## config.mk

```make
export PLATFORM = sky130hd
export DESIGN_NAME = move_timer
export DESIGN_NICKNAME = d
export VERILOG_FILES = /design/src/snake_pkg.sv /design/src/move_timer.sv
export SDC_FILE = /design/constraint.sdc
export NUM_CORES = 1
export LEC_CHECK = 0
export BUFFER_PORTS_ARGS = -buffer_cell sky130_fd_sc_hd__buf_2
export CELL_PAD_IN_SITES_DETAIL_PLACEMENT = 1
export CELL_PAD_IN_SITES_GLOBAL_PLACEMENT = 1
export CORE_ASPECT_RATIO = 2
export CORE_UTILIZATION = 41
export DETAILED_ROUTE_END_ITERATION = 10
export HOLD_SLACK_MARGIN = 0.1
export PLACE_DENSITY_LB_ADDON = 0.1
export REMOVE_ABC_BUFFERS = 1
export SKIP_CTS_REPAIR_TIMING = 1
export SYNTH_ARGS = -nofsm -noshare
export SYNTH_HDL_FRONTEND = slang
export SYNTH_SLANG_ARGS = --single-unit
```

## constraint.sdc

```tcl
create_clock -name CLK -period 5 [get_ports CLK]
set_input_delay 0.75 -clock CLK [delete_from_list [all_inputs] [get_ports CLK]]
set_output_delay 0.75 -clock CLK [all_outputs]
set_load 0.02 [all_outputs]
```

## src/snake_pkg.sv

```systemverilog
`default_nettype none

package snake_pkg;

    typedef logic signed [11:0] coord_t;   // field pixels, origin at screen centre, y up

    typedef struct packed {
        coord_t x;
        coord_t y;
    } point_t;

    typedef struct packed {
        logic left;
        logic right;
        logic up;
        logic down;
    } btn_t;

    typedef logic [4:0] length_t;
    typedef logic [5:0] rgb_t;             // rr gg bb
    typedef logic [1:0] speed_t;

    typedef enum logic [1:0] {
        IDLE,
        PLAY,
        GAME_OVER
    } game_state_t;

    typedef enum logic [2:0] {
        WAIT,
        RIGHT,
        LEFT,
        UP,
        DOWN
    } heading_t;

    localparam int CELL      = 30;         // one move
    localparam int MAX_LEN   = 20;
    localparam int START_LEN = 5;

    // head dies on or past these
    localparam int WALL_X     = 375;
    localparam int WALL_Y_TOP = 225;
    localparam int WALL_Y_BOT = -275;

    localparam int FOOD_X_LIM = 360;
    localparam int FOOD_Y_TOP = 220;
    localparam int FOOD_Y_BOT = -275;

    localparam int SCREEN_W = 800;
    localparam int SCREEN_H = 600;

    localparam int BODY_R2 = 400;          // squared disc radii
    localparam int FOOD_R2 = 225;

    localparam rgb_t COLOR_SNAKE_A = 6'b001100;
    localparam rgb_t COLOR_SNAKE_B = 6'b111111;
    localparam rgb_t COLOR_FOOD    = 6'b110000;
    localparam rgb_t COLOR_FIELD   = 6'b000000;
    localparam rgb_t COLOR_BORDER  = 6'b111111;

    // move interval in tick units, slowest first
    localparam int SPEED_FACTOR [4] = '{6, 5, 4, 3};

endpackage

`default_nettype wire

```

## src/move_timer.sv

```systemverilog
`timescale 1ns/1ps
`default_nettype none

module move_timer #(
    parameter int unsigned TICK_UNIT = 16_666_667
) (
    input  logic                   CLK,
    input  logic                   RESET,
    input  snake_pkg::game_state_t state,
    input  snake_pkg::heading_t    heading,
    input  logic                   pause,
    input  snake_pkg::speed_t      speed,
    output logic                   move_tick
);

    logic [31:0] count;
    logic [31:0] limit;
    logic        running;

    assign running = (state == snake_pkg::PLAY) && (heading != snake_pkg::WAIT) && !pause;
    assign limit   = TICK_UNIT * 32'(snake_pkg::SPEED_FACTOR[speed]);

    always_ff @(posedge CLK) begin
        if (RESET) begin
            count     <= '0;
            move_tick <= 1'b0;
        end else if (!running) begin
            count     <= '0;          // next tick a full interval away
            move_tick <= 1'b0;
        end else if (count >= limit - 1) begin
            count     <= '0;
            move_tick <= 1'b1;
        end else begin
            count     <= count + 1'b1;
            move_tick <= 1'b0;
        end
    end

    // no move ever follows a paused cycle
    assert property (@(posedge CLK) disable iff (RESET) pause |=> !move_tick);

endmodule

`default_nettype wire

```

# [Yosys cells after proc, flatten, opt, wreduce, memory -nomap -nowiden]
# Cells that the tools add are included.
[word_totals] ff_bits=33 latchBits=0 ramBits=0 mem_bits_ro=0 output_inout_bits=1 wordCells=20 mem_count=0
[classes] n_addsub=2 mul=1 div_mod_pow=0 order_cmp=2 eq_ne=1 shifts=0 muxes=4 bitwise_logic=2 reduce_logical=6
[ops] op="32-bit binary-select mux with 2-bit select" count=1
[ops] op="32-bit 2-to-1 mux" count=2
[ops] op="32-bit by 1-bit adder with 32-bit output, second input constant" count=1
[ops] op="32-bit >= comparator" count=1
[ops] op="24-bit by 32-bit multiplier with 32-bit output, first input constant" count=1
[ops] op="32-bit by 1-bit subtractor with 32-bit output, second input constant" count=1
[ops] op="3-bit >= comparator, second input constant" count=1
[ops] op="2-bit inverter with 3-bit output" count=1
[ops] op="3-bit nonzero test" count=1
[ops] op="3-bit OR reduction" count=1
[ops] op="2-bit by 1-bit equality test with 1-bit output, second input constant" count=1
[ops] op="1-bit logical AND" count=2
[ops] op="2-bit OR reduction" count=1
[ops] op="1-bit logical NOT" count=1
[ops] op="1-bit 2-to-1 mux" count=1
[ops] op="1-bit inverter" count=1

# [Depth between registers and ports, before layout]
# Gate-level depths: netlist of the first run.
[depth] word_depth=8 depth_mapped=24 ltp_nobuf=22

# [Worst setup path before layout of the first run]
# No wires, ideal clock.
[synth_timing] kind="in2reg" startpoint="input speed[0]" endpoint="register count[10]" setup_ns=0.141 arrival_ns=5.062 slack_ns=-0.203 cell_stages=22 path_buffers=3 cell_sequence="inv_1 ha_1 buf_4 clkinv_1 nor3_1 ha_1 ha_1 ha_1 ha_1 buf_2 a21oi_1 o21ai_1 nor2b_1 a2111oi_0 o311ai_0 ha_1 nand4_1 nor3_1 nand3_1 o211ai_4 buf_6 nor3_2"
[synth_via] elab_chain_len=8
[synth_rtl] item="from (decl)" line_no="move_timer.sv:12" source="input snake_pkg::speed_t speed,"
[synth_rtl] item="2-bit inverter with 3-bit output (not written as such)" line_no="move_timer.sv:21" source="assign limit = TICK_UNIT * 32'(snake_pkg::SPEED_FACTOR[speed]);"
[synth_rtl] item="32-bit binary-select mux with 2-bit select" line_no="move_timer.sv:21"
[synth_rtl] item="32-bit 2-to-1 mux (not written as such) (2 in series)" line_no="move_timer.sv:21"
[synth_rtl] item="24-bit by 32-bit multiplier with 32-bit output" line_no="move_timer.sv:21"
[synth_rtl] item="32-bit by 1-bit subtractor with 32-bit output" line_no="move_timer.sv:30" source="end else if (count >= limit - 1) begin"
[synth_rtl] item="32-bit >= comparator" line_no="move_timer.sv:30"
[synth_rtl] item="3-bit OR reduction (no source line)"
[synth_rtl] item="to (signal assigned)" line_no="move_timer.sv:34" source="count <= count + 1'b1;"
[synth_rtl] item="to (decl)" line_no="move_timer.sv:16" source="logic [31:0] count;"
# No other way between the ends. The select of a mux whose other input is x is not followed.
# A chain may end at the register's enable or synchronous reset.

# [Worst setup path in the final report of the first run]
[layout_timing] startpoint="input speed[0]" endpoint="register count[20]"
# Same word-level chain as after synthesis.

==> impl_metrics.py, run 1 <==
metrics = {
    "setup_path": {
        "required_time_of_the_critical_path_ns": 5.15,
        "critPathLaunchType": "primary input",
        "reg2reg_setup_slack_ns": 2.58,
        "worst_setup_path_end_kind": "flip-flop",
        "worstPathBufferInverterCount": 8,
        "timing_worst_setup_path_type": "in -> reg",
        "cp.arrival_ns": 5.12,
        "crit_slowest_cell": "ha_1",
        "crit_path_max_fanout": 7,
        "critical_path.reg2reg.startpoint": "count[0]",
        "max_stage_delay_ns": 0.31,
        "timing.reg2reg.worst_path_depth": 10,
        "cpMostUsedCell": "ha_1",
        "endpoint_of_the_worst_slack_reg_to_reg_timing_path": "count[4]",
        "timing.critical_path.max_delay_family": "adder cells",
    },
    "cts": {
        "clk_pin_slew_worst_paths_ns": 0.05,
        "clock_sink_count": 33,
        "cts-htree-levels": 2,
        "clock_tree_from_tritoncts": "done",
        "clock_path_buffers": 2,
        "clk-insertion-delay-late_ns": 0.28,
        "tritoncts.num_buffers": 5,
        "cts_root_buffer": "clkbuf_16",
    },
    "power": {
        "pwr-share-seq": 0.266,
        "switching_share": 0.318,
        "intPower_uw": 677,
        "power.ir.vdd_worst_mv": 0.254,
        "p_sw_uw": 316,
        "share_comb_of_total_power": 0.410,
        "clock_power_share": 0.324,
        "leakage_nw": 2.30,
        "pwr_per_cell_area_nw_per_um2": 187,
    },
    "yosys": {
        "synth-edff-count": 0,
        "synth.top_cells.by_area": "ha_1 29%, dfxtp_1 17%, nor3_2 8.2%",
        "syn-mean-instance-area_sq_um": 9.09,
        "synth_compound_area_frac": 0.126,
        "postSynth.asyncResetShare": 0,
        "synth_top_family_by_area": "adder cells",
        "ys_types": 54,
        "muxShareOfSynthArea": 0,
        "synthFlopType": "dfxtp_1",
        "seq_area_frac_synth": 0.170,
        "synth_top_cell_area_share": 0.293,
        "commonest_cells_in_the_netlist": "91 x ha_1, 33 x dfxtp_1, 32 x nor3_2, 32 x xor2_1, 27 x a21oi_1",
        "synth_area_leader_cell": "ha_1",
        "synth-xor-area-share": 0.115,
        "ys_seq_elements": 33,
        "synth-warning-count": 0,
        "number_of_cells_produced_by_synthesis": 428,
        "post-synth-top-count-cell": "ha_1",
        "synthAdderAreaFrac": 0.298,
        "yosys.area_share.simple": 0.246,
        "netlist_area_sq_um": 3890,
    },
    "timing": {
        "final-max-slew-violation-count": 0,
        "fmax_mhz": 201,
        "fin_skew_ns": 0.00502,
        "final_cycle_share": 0.995,
        "finalSetupViolations": 0,
        "finalCriticalPeriod_ns": 4.97,
        "finalSetupTns_ns": 0,
        "tightest_slew_ns": 0.520,
        "rsz0062_at_grt": "yes",
        "fin_hold_ws_ns": 0.569,
        "hold_violations": 0,
        "max-slew-margin-rel": 0.649,
    },
    "layout": {
        "count_of_inserted_antenna_diode_cells": 0,
        "drive_above_1_share": 0.393,
        "seqCellArea_sq_um": 661,
        "finish.net_count": 622,
        "area_growth_syn_to_layout_pct": 36.7,
        "multi_input_comb_area_sq_um": 3470,
        "n_fill_cell": 1052,
        "final_cell_count_no_fill": 625,
    },
    "grt": {
        "grt_overflow_total": 0,
        "grtUsageTotal": 0.226,
        "grt_start_max_net_pins": 33,
        "grt_pass1_vias": 3713,
        "antenna_found_initial": 0,
        "grt_first_pass_wirelength_microns": 17400,
    },
    "floorplan": {
        "fp.dieArea_sq_um": 9910,
        "core_area_sq_um": 9260,
        "floorplan.die.height_microns": 140,
        "row_count": 50,
        "effective_utilization_at_floorplan": 0.420,
        "die-width_microns": 70.9,
        "io_pins": 11,
    },
    "drt": {
        "post-route-drc-count": 0,
        "detail_route.wl_per_cell_microns": 18.6,
        "finalWirelength_microns": 11600,
        "detail_route.vias_per_cell": 5.57,
        "detailed_route_via_count": 3482,
        "detailedRoute.firstIterationViolations": 96,
        "firstDrtPassIters": 4,
        "antenna_violating_nets_left": 0,
    },
    "worst_hold_path": {
        "min_delay_startpoint": "count[0]",
        "min-delay-path-class": "reg -> reg",
        "holdPathEnd": "count[0]",
        "hold_critical_path_depth": 1,
    },
    "placement": {
        "post-dp-hpwl_microns": 8850,
        "dp.cells": 604,
        "placement.io_buffers": 10,
        "finalWeightedCongestion": 0.794,
    },
    "run": {
        "max-cap-violations": 0,
    },
    "outcome": {
        "run_status": "complete, no violations",
    },
}
==> metrics by stage <==
stage               setup slack [ns]  utilization  instance area (sq um)  total power, mW
finish                        0.0273        0.574                   5320            0.994
global route                  -0.216        0.574                   5320             1.05
CTS                           -0.478        0.509                   4720            0.923
detailed placement            -0.725        0.492                   4560            0.596
global placement              -0.655        0.492                   4560            0.586
floorplan                     -0.843            -                   3780            0.453
==> routing by layer <==
metal  global-route usage  wire length [microns]
met3               0.0145                    135
met5                    0                      0
met4               0.0947                    352
met1                0.222                   4230
met2                0.461                   6900
==> cells in the final DEF (no fill, tap or decap), types with 4 or more instances in the layout <==
| cell | Yosys | layout |
|---|---|---|
| buf_4 | 2 | 80 |
| ha_1 | 91 | 72 |
| nor3_2 | 32 | 33 |
| dfxtp_1 | 33 | 33 |
| xor2_1 | 32 | 31 |
| nand2_1 | 26 | 26 |
| nand3_1 | 21 | 20 |
| nor2_1 | 20 | 18 |
| a21oi_1 | 27 | 18 |
| xnor2_1 | 19 | 18 |
| ha_4 | 0 | 17 |
| inv_1 | 17 | 15 |
| nand4_1 | 11 | 11 |
| a21o_1 | 10 | 10 |
| a21oi_2 | 1 | 8 |
| buf_2 | 2 | 8 |
| clkbuf_16 | 0 | 7 |
| o21ai_0 | 6 | 5 |
| and2_1 | 6 | 5 |
| o21ai_1 | 5 | 4 |
| nor2b_1 | 6 | 4 |
| nor3_1 | 7 | 4 |
| buf_6 | 5 | 4 |
==> worst reg2reg max path: stages (launching register included) <==
cell and delay, ns:
dfxtp_1 0.45, inv_1 0.08, ha_1 0.27, nand2b_4 0.15, a21oi_2 0.15, o21ai_2 0.09
a2111oi_4 0.51, o211ai_4 0.15, buf_12 0.17, clkbuf_16 0.17, nor3_2 0.16
==> worst max path at each step <==
stage	cells after the start	end	start
2_1_floorplan	19	count[14]	speed[0]
3_3_place_gp	22	count[14]	speed[0]
3_5_place_dp	22	count[14]	speed[0]
4_1_cts	22	move_tick	speed[0]
5_1_grt	26	count[23]	speed[0]
6_report	26	count[20]	speed[0]
==> area by class of cell <==
| type | count | share of cell area |
|---|---|---|
| Clock inverter | 1 | 0.000941 |
| Timing Repair Buffer | 99 | 0.155 |
| Inverter | 18 | 0.0136 |
| Clock buffer | 7 | 0.0287 |
| Sequential cell | 33 | 0.124 |
| Tap cell | 104 | 0.0245 |
| Multi-Input combinational cell | 363 | 0.653 |
==> power by group through the flow <==
stage,Combinational (mW),Sequential (mW),Clock [mW]
after floorplan,0.184,0.269,0
after global placement,0.316,0.269,0
after detailed placement,0.326,0.269,0
after CTS,0.330,0.264,0.329
after global routing,0.446,0.264,0.342
final,0.408,0.264,0.322
==> cell families after synthesis <==
| family | after synthesis |
|---|---|
| xor+xnor | 51 |
| fa+ha+maj | 92 |
| flops | 33 |
| buf+inv | 32 |
| simple gates | 149 |
| compound gates | 71 |
==> sequential cells by signal, indices dropped and copies added, names as in the netlist <==
name / flops
count: 32
move_tick: 1
Power figures use the tool's default switching activity.
==> inputs of run 2 (changes only) <==
--- a/config.mk
+++ b/config.mk
@@ -6,7 +6,7 @@
 export NUM_CORES = 1
 export LEC_CHECK = 0
 export BUFFER_PORTS_ARGS = -buffer_cell sky130_fd_sc_hd__buf_2
-export CELL_PAD_IN_SITES_DETAIL_PLACEMENT = 1
+export CELL_PAD_IN_SITES_DETAIL_PLACEMENT = 0
 export CELL_PAD_IN_SITES_GLOBAL_PLACEMENT = 1
 export CORE_ASPECT_RATIO = 2
 export CORE_UTILIZATION = 41
@@ -15,6 +15,7 @@
 export PLACE_DENSITY_LB_ADDON = 0.1
 export REMOVE_ABC_BUFFERS = 1
 export SKIP_CTS_REPAIR_TIMING = 1
+export SKIP_LAST_GASP = 1
 export SYNTH_ARGS = -nofsm -noshare
 export SYNTH_HDL_FRONTEND = slang
 export SYNTH_SLANG_ARGS = --single-unit
==> run 2 against run 1 <==
  * Worst setup slack improved by 0.10 ns
  * First-iteration DRC count decreased by 24%
  * Clock skew about the same
  * Maximum frequency increased by 2.1%
  * Design area increased by 2.1%
  * Hold slack got worse by 0.0039 ns
  * Sequential cell count unchanged
  * Die area unchanged
  * Critical path depth decreased by 3
  * Utilization increased by 1.2 points
  * Cell count unchanged
  * Largest cell class unchanged
==> impl_metrics.py, run 2 (synthesis gave the netlist of run 1 again) <==
metrics = {
    "outcome": {
        "run_status": "complete, no violations",
    },
    "timing": {
        "hold_violations": 0,
        "fmax_mhz": 205,
        "final_cycle_share": 0.974,
        "finalSetupViolations": 0,
        "max-slew-margin-rel": 0.604,
        "final-max-slew-violation-count": 0,
        "tightest_slew_ns": 0.586,
        "rsz0062_at_grt": "yes",
        "finalSetupTns_ns": 0,
        "fin_skew_ns": 0.00506,
        "finalCriticalPeriod_ns": 4.87,
    },
    "floorplan": {
        "effective_utilization_at_floorplan": 0.420,
        "die-width_microns": 70.9,
        "row_count": 50,
        "fp.dieArea_sq_um": 9910,
        "io_pins": 11,
        "core_area_sq_um": 9260,
        "floorplan.die.height_microns": 140,
    },
    "drt": {
        "post-route-drc-count": 0,
        "detail_route.vias_per_cell": 5.39,
        "firstDrtPassIters": 4,
        "detailedRoute.firstIterationViolations": 73,
        "finalWirelength_microns": 10500,
        "detailed_route_via_count": 3366,
        "detail_route.wl_per_cell_microns": 16.7,
        "antenna_violating_nets_left": 0,
    },
    "grt": {
        "grtUsageTotal": 0.205,
        "grt_pass1_vias": 3395,
        "grt_overflow_total": 0,
        "grt_start_max_net_pins": 33,
        "antenna_found_initial": 0,
        "grt_first_pass_wirelength_microns": 15700,
    },
    "layout": {
        "n_fill_cell": 858,
        "layout.cells.most_common_list": "80 x buf_4, 66 x ha_1, 33 x nor3_2, 33 x dfxtp_1, 32 x xor2_1",
        "final_cell_count_no_fill": 625,
        "multi_input_comb_area_sq_um": 3570,
        "drive_above_1_share": 0.407,
        "largest_register": "count",
        "count_of_inserted_antenna_diode_cells": 0,
        "largest_register_ffs": 32,
        "seqCellArea_sq_um": 661,
        "finish.net_count": 622,
        "mostFrequentLayoutCell": "buf_4",
        "area_growth_syn_to_layout_pct": 39.6,
        "largest_registers_in_the_final_layout": "count x32, move_tick x1",
    },
    "setup_path": {
        "reg2reg_setup_slack_ns": 2.60,
        "timing_worst_setup_path_type": "in -> reg",
        "timing.reg2reg.worst_path_depth": 10,
        "required_time_of_the_critical_path_ns": 5.15,
        "cp.arrival_ns": 5.02,
        "worst_setup_path_end_kind": "flip-flop",
        "crit_path_max_fanout": 7,
        "critPathLaunchType": "primary input",
    },
    "cts": {
        "clock_tree_from_tritoncts": "done",
        "tritoncts.num_buffers": 5,
        "cts_root_buffer": "clkbuf_16",
        "cts-htree-levels": 2,
        "clock_sink_count": 33,
        "clk_pin_slew_worst_paths_ns": 0.06,
        "clk-insertion-delay-late_ns": 0.28,
        "clock_path_buffers": 2,
    },
    "placement": {
        "placement.io_buffers": 10,
        "finalWeightedCongestion": 0.794,
        "dp.cells": 604,
        "post-dp-hpwl_microns": 8120,
    },
    "power": {
        "power.ir.vdd_worst_mv": 0.253,
        "power.total_mw": 1.05,
        "leakage_nw": 2.29,
        "pwr_per_cell_area_nw_per_um2": 194,
    },
    "worst_hold_path": {
        "hold_critical_path_depth": 2,
        "min-delay-path-class": "reg -> reg",
    },
    "run": {
        "max-cap-violations": 0,
    },
}
==> run 2: changes by cell type in the layout (fill, tap and decap cells not counted), moves of 2 or more <==
cell and delta:
ha_4 +8, inv_2 +2, ha_1 -6, inv_1 -2, ha_2 -2
==> run 2: layout make-up <==
cell class	instances	share of cell area
multi-input combinational	363	0.658
timing repair buffer	99	0.151
sequential	33	0.122
clock buffer	7	0.0263
tap	104	0.0240
inverter	18	0.0134
clock inverter	1	0.00553
==> run 2: worst max-delay path, cell delays in order <==
cell      delay [ns]
buf_6           0.11
buf_12          0.13
ha_4            0.17
xnor2_4         0.21
nor2_4          0.07
fa_1            0.58
ha_4            0.21
ha_4            0.16
ha_4            0.23
a21o_1          0.18
a211o_1         0.29
a31oi_4         0.19
o21ai_1         0.08
a31oi_1         0.17
xor2_1          0.10
ha_1            0.31
nand4_1         0.12
nor3_2          0.26
nand3_2         0.12
o211ai_4        0.19
buf_12          0.16
buf_6           0.15
nor3_2          0.05
==> run 2: worst paths after layout <==
check	startpoint	to
min	count[15]	count[15]
min reg2reg	count[15]	count[15]
max	speed[0]	count[25]
max reg2reg	count[0]	count[4]
==> run 2: metal layers <==
layer | global-route usage | part of all wire
met4 | 0.0821 | 0.024
met5 | 0 | 0
met2 | 0.414 | 0.58
met1 | 0.204 | 0.38
met3 | 0.0174 | 0.0090
==> run 2: power by group <==
group	leakage (nW)	switching [mW]	internal, mW
Clock	0.0841	0.115	0.249
Sequential	0.266	0.000450	0.263
Combinational	1.94	0.207	0.216
==> run 2: per-stage QoR <==
step / utilization / setup WS, ns / instance area (sq um) / hold slack [ns]
after floorplan: - / -0.843 / 3780 / 0.483
after global placement: 0.492 / -0.655 / 4560 / 0.558
after detailed placement: 0.492 / -0.686 / 4560 / 0.557
after CTS: 0.511 / -0.404 / 4730 / 0.571
after global routing: 0.587 / -0.0351 / 5430 / 0.612
final: 0.587 / 0.132 / 5430 / 0.566
==> inputs of run 3 (changes only) <==
--- a/config.mk
+++ b/config.mk
@@ -10,10 +10,12 @@
 export CELL_PAD_IN_SITES_GLOBAL_PLACEMENT = 1
 export CORE_ASPECT_RATIO = 2
 export CORE_UTILIZATION = 41
+export CTS_CLUSTER_SIZE = 16
 export DETAILED_ROUTE_END_ITERATION = 10
 export HOLD_SLACK_MARGIN = 0.1
 export PLACE_DENSITY_LB_ADDON = 0.1
 export REMOVE_ABC_BUFFERS = 1
+export SETUP_SLACK_MARGIN = 0.5
 export SKIP_CTS_REPAIR_TIMING = 1
 export SKIP_LAST_GASP = 1
 export SYNTH_ARGS = -nofsm -noshare
==> run 3 against run 2 <==
  * First-iteration DRC count up 4.1%
  * Combinational power about the same
  * Register-to-register slack about the same
  * Power about the same
  * Hold slack better by 0.00057 ns
  * Sequential share of layout area about the same
  * Clock power about the same
  * Critical path type unchanged
==> impl_metrics.py, run 3 (synthesis gave the netlist of run 1 again) <==
metrics = {
    "power": {
        "clock_power_share": 0.346,
        "power.ir.vdd_worst_mv": 0.253,
        "p_sw_uw": 323,
        "intPower_uw": 729,
        "leakage_nw": 2.29,
        "share_comb_of_total_power": 0.403,
        "pwr_per_cell_area_nw_per_um2": 193,
        "switching_share": 0.307,
        "pwr-share-seq": 0.251,
    },
    "cts": {
        "clk-insertion-delay-late_ns": 0.28,
        "cts_root_buffer": "clkbuf_16",
        "clock_sink_count": 33,
        "cts-htree-levels": 2,
        "clock_tree_from_tritoncts": "done",
        "tritoncts.num_buffers": 5,
        "clk_pin_slew_worst_paths_ns": 0.06,
        "clock_path_buffers": 2,
    },
    "drt": {
        "finalWirelength_microns": 10500,
        "detailedRoute.firstIterationViolations": 76,
        "detailed_route_via_count": 3346,
        "antenna_violating_nets_left": 0,
        "post-route-drc-count": 0,
        "detail_route.wl_per_cell_microns": 16.7,
        "detail_route.vias_per_cell": 5.35,
        "firstDrtPassIters": 4,
    },
    "setup_path": {
        "required_time_of_the_critical_path_ns": 5.15,
        "critPathLaunchType": "primary input",
        "crit_path_max_fanout": 6,
        "crit_slowest_cell": "fa_1",
        "timing_worst_setup_path_type": "in -> reg",
        "cpMostUsedCell": "ha_4",
        "timing.critical_path.max_delay_family": "adder cells",
        "cp.arrival_ns": 5.02,
        "worstPathBufferInverterCount": 4,
        "max_stage_delay_ns": 0.58,
        "worst_setup_path_end_kind": "flip-flop",
        "worstPathCellList": "buf_8, buf_6, ha_4, xnor2_4, nor2_4, fa_1, ha_4, ha_4, ha_4, a21o_1, a211o_1, a31oi_4, o21ai_1, a31oi_1, xor2_1, ha_1, nand4_1, nor3_2, nand3_2, o211ai_4, buf_12, buf_6, nor3_2",
    },
    "timing": {
        "final-max-slew-violation-count": 0,
        "final_cycle_share": 0.974,
        "finalCriticalPeriod_ns": 4.87,
        "fin_skew_ns": 0.00523,
        "hold_violations": 0,
        "rsz0062_at_grt": "yes",
        "tightest_slew_ns": 0.578,
        "finalSetupViolations": 0,
        "final_critical_path_setup_slack_ns": 0.131,
        "max-slew-margin-rel": 0.609,
        "fmax_mhz": 205,
        "finalSetupTns_ns": 0,
    },
    "placement": {
        "placement.setup.worst_slack_ns": -0.686,
        "post-dp-hpwl_microns": 8120,
        "finalWeightedCongestion": 0.794,
        "placement.io_buffers": 10,
    },
    "grt": {
        "grtUsageTotal": 0.205,
        "grt_overflow_total": 0,
        "grt_start_max_net_pins": 33,
        "antenna_found_initial": 0,
        "grt_first_pass_wirelength_microns": 15700,
        "grt_pass1_vias": 3395,
    },
    "layout": {
        "largest_register": "count",
        "largest_registers_in_the_final_layout": "count x32, move_tick x1",
        "finish.net_count": 622,
        "mostFrequentLayoutCell": "buf_4",
        "area_growth_syn_to_layout_pct": 40.0,
        "count_of_inserted_antenna_diode_cells": 0,
        "layout.cells.most_common_list": "80 x buf_4, 66 x ha_1, 34 x nor3_2",
        "drive_above_1_share": 0.411,
        "largest_register_ffs": 32,
    },
    "run": {
        "max-cap-violations": 0,
    },
    "floorplan": {
        "core_area_sq_um": 9260,
        "row_count": 50,
        "fp.dieArea_sq_um": 9910,
        "io_pins": 11,
        "die-width_microns": 70.9,
        "effective_utilization_at_floorplan": 0.420,
        "floorplan.die.height_microns": 140,
    },
    "outcome": {
        "run_status": "complete, no violations",
    },
    "worst_hold_path": {
        "min-delay-path-class": "reg -> reg",
    },
}
[run 3: cell counts in the layout (fill, tap and decap cells not counted)]
No cell type changed its count.
[run 3: worst min-delay path, stage by stage, from the launching register on]
cell,delay [ns]
dfxtp_1,0.33
xor2_1,0.15
nor3_1,0.05
[run 3: layer usage]
metal	track usage	vias to the layer above	part of all wire
met4	0.0821	0	0.024
met2	0.414	25	0.58
met1	0.204	1584	0.39
met3	0.0174	13	0.0085
met5	0	-	0
li1	-	1724	-
[run 3: power by group through the flow]
stage               clock network [mW]  logic, mW  registers [mW]
floorplan                            0      0.184           0.269
detailed placement                   0      0.321           0.269
CTS                              0.372      0.323           0.264
global placement                     0      0.316           0.269
global route                     0.379      0.466           0.264
finish                           0.364      0.424           0.264
[run 3: layout make-up]
cell class / instances / area [sq um]
clock inverter: 1 / 30.0
timing repair buffer: 99 / 826
clock buffer: 7 / 143
tap: 104 / 130
sequential: 33 / 661
fill: 857 / 3810
multi-input combinational: 363 / 3590
inverter: 18 / 72.6
[run 3: metrics by stage]
| step | instances | hold WS [ns] | util | area (sq um) | total power, mW |
|---|---|---|---|---|---|
| detailed placement | 604 | 0.557 | 0.492 | 4560 | 0.590 |
| global placement | 604 | 0.558 | 0.492 | 4560 | 0.586 |
| finish | 625 | 0.566 | 0.588 | 5450 | 1.05 |
| CTS | 612 | 0.571 | 0.511 | 4730 | 0.958 |
| global route | 625 | 0.612 | 0.588 | 5450 | 1.11 |
| floorplan | 414 | 0.483 | - | 3780 | 0.453 |
[run 3: worst paths after layout]
| path | start | endpoint | slack, ns | cells past startpoint |
|---|---|---|---|---|
| worst max-delay path | speed[1] | count[25] | 0.13 | 23 |
| worst min-delay path | count[15] | count[15] | 0.57 | 2 |
| worst max register to register | count[0] | count[4] | 2.61 | 10 |
| worst min register to register | count[15] | count[15] | 0.57 | 2 |
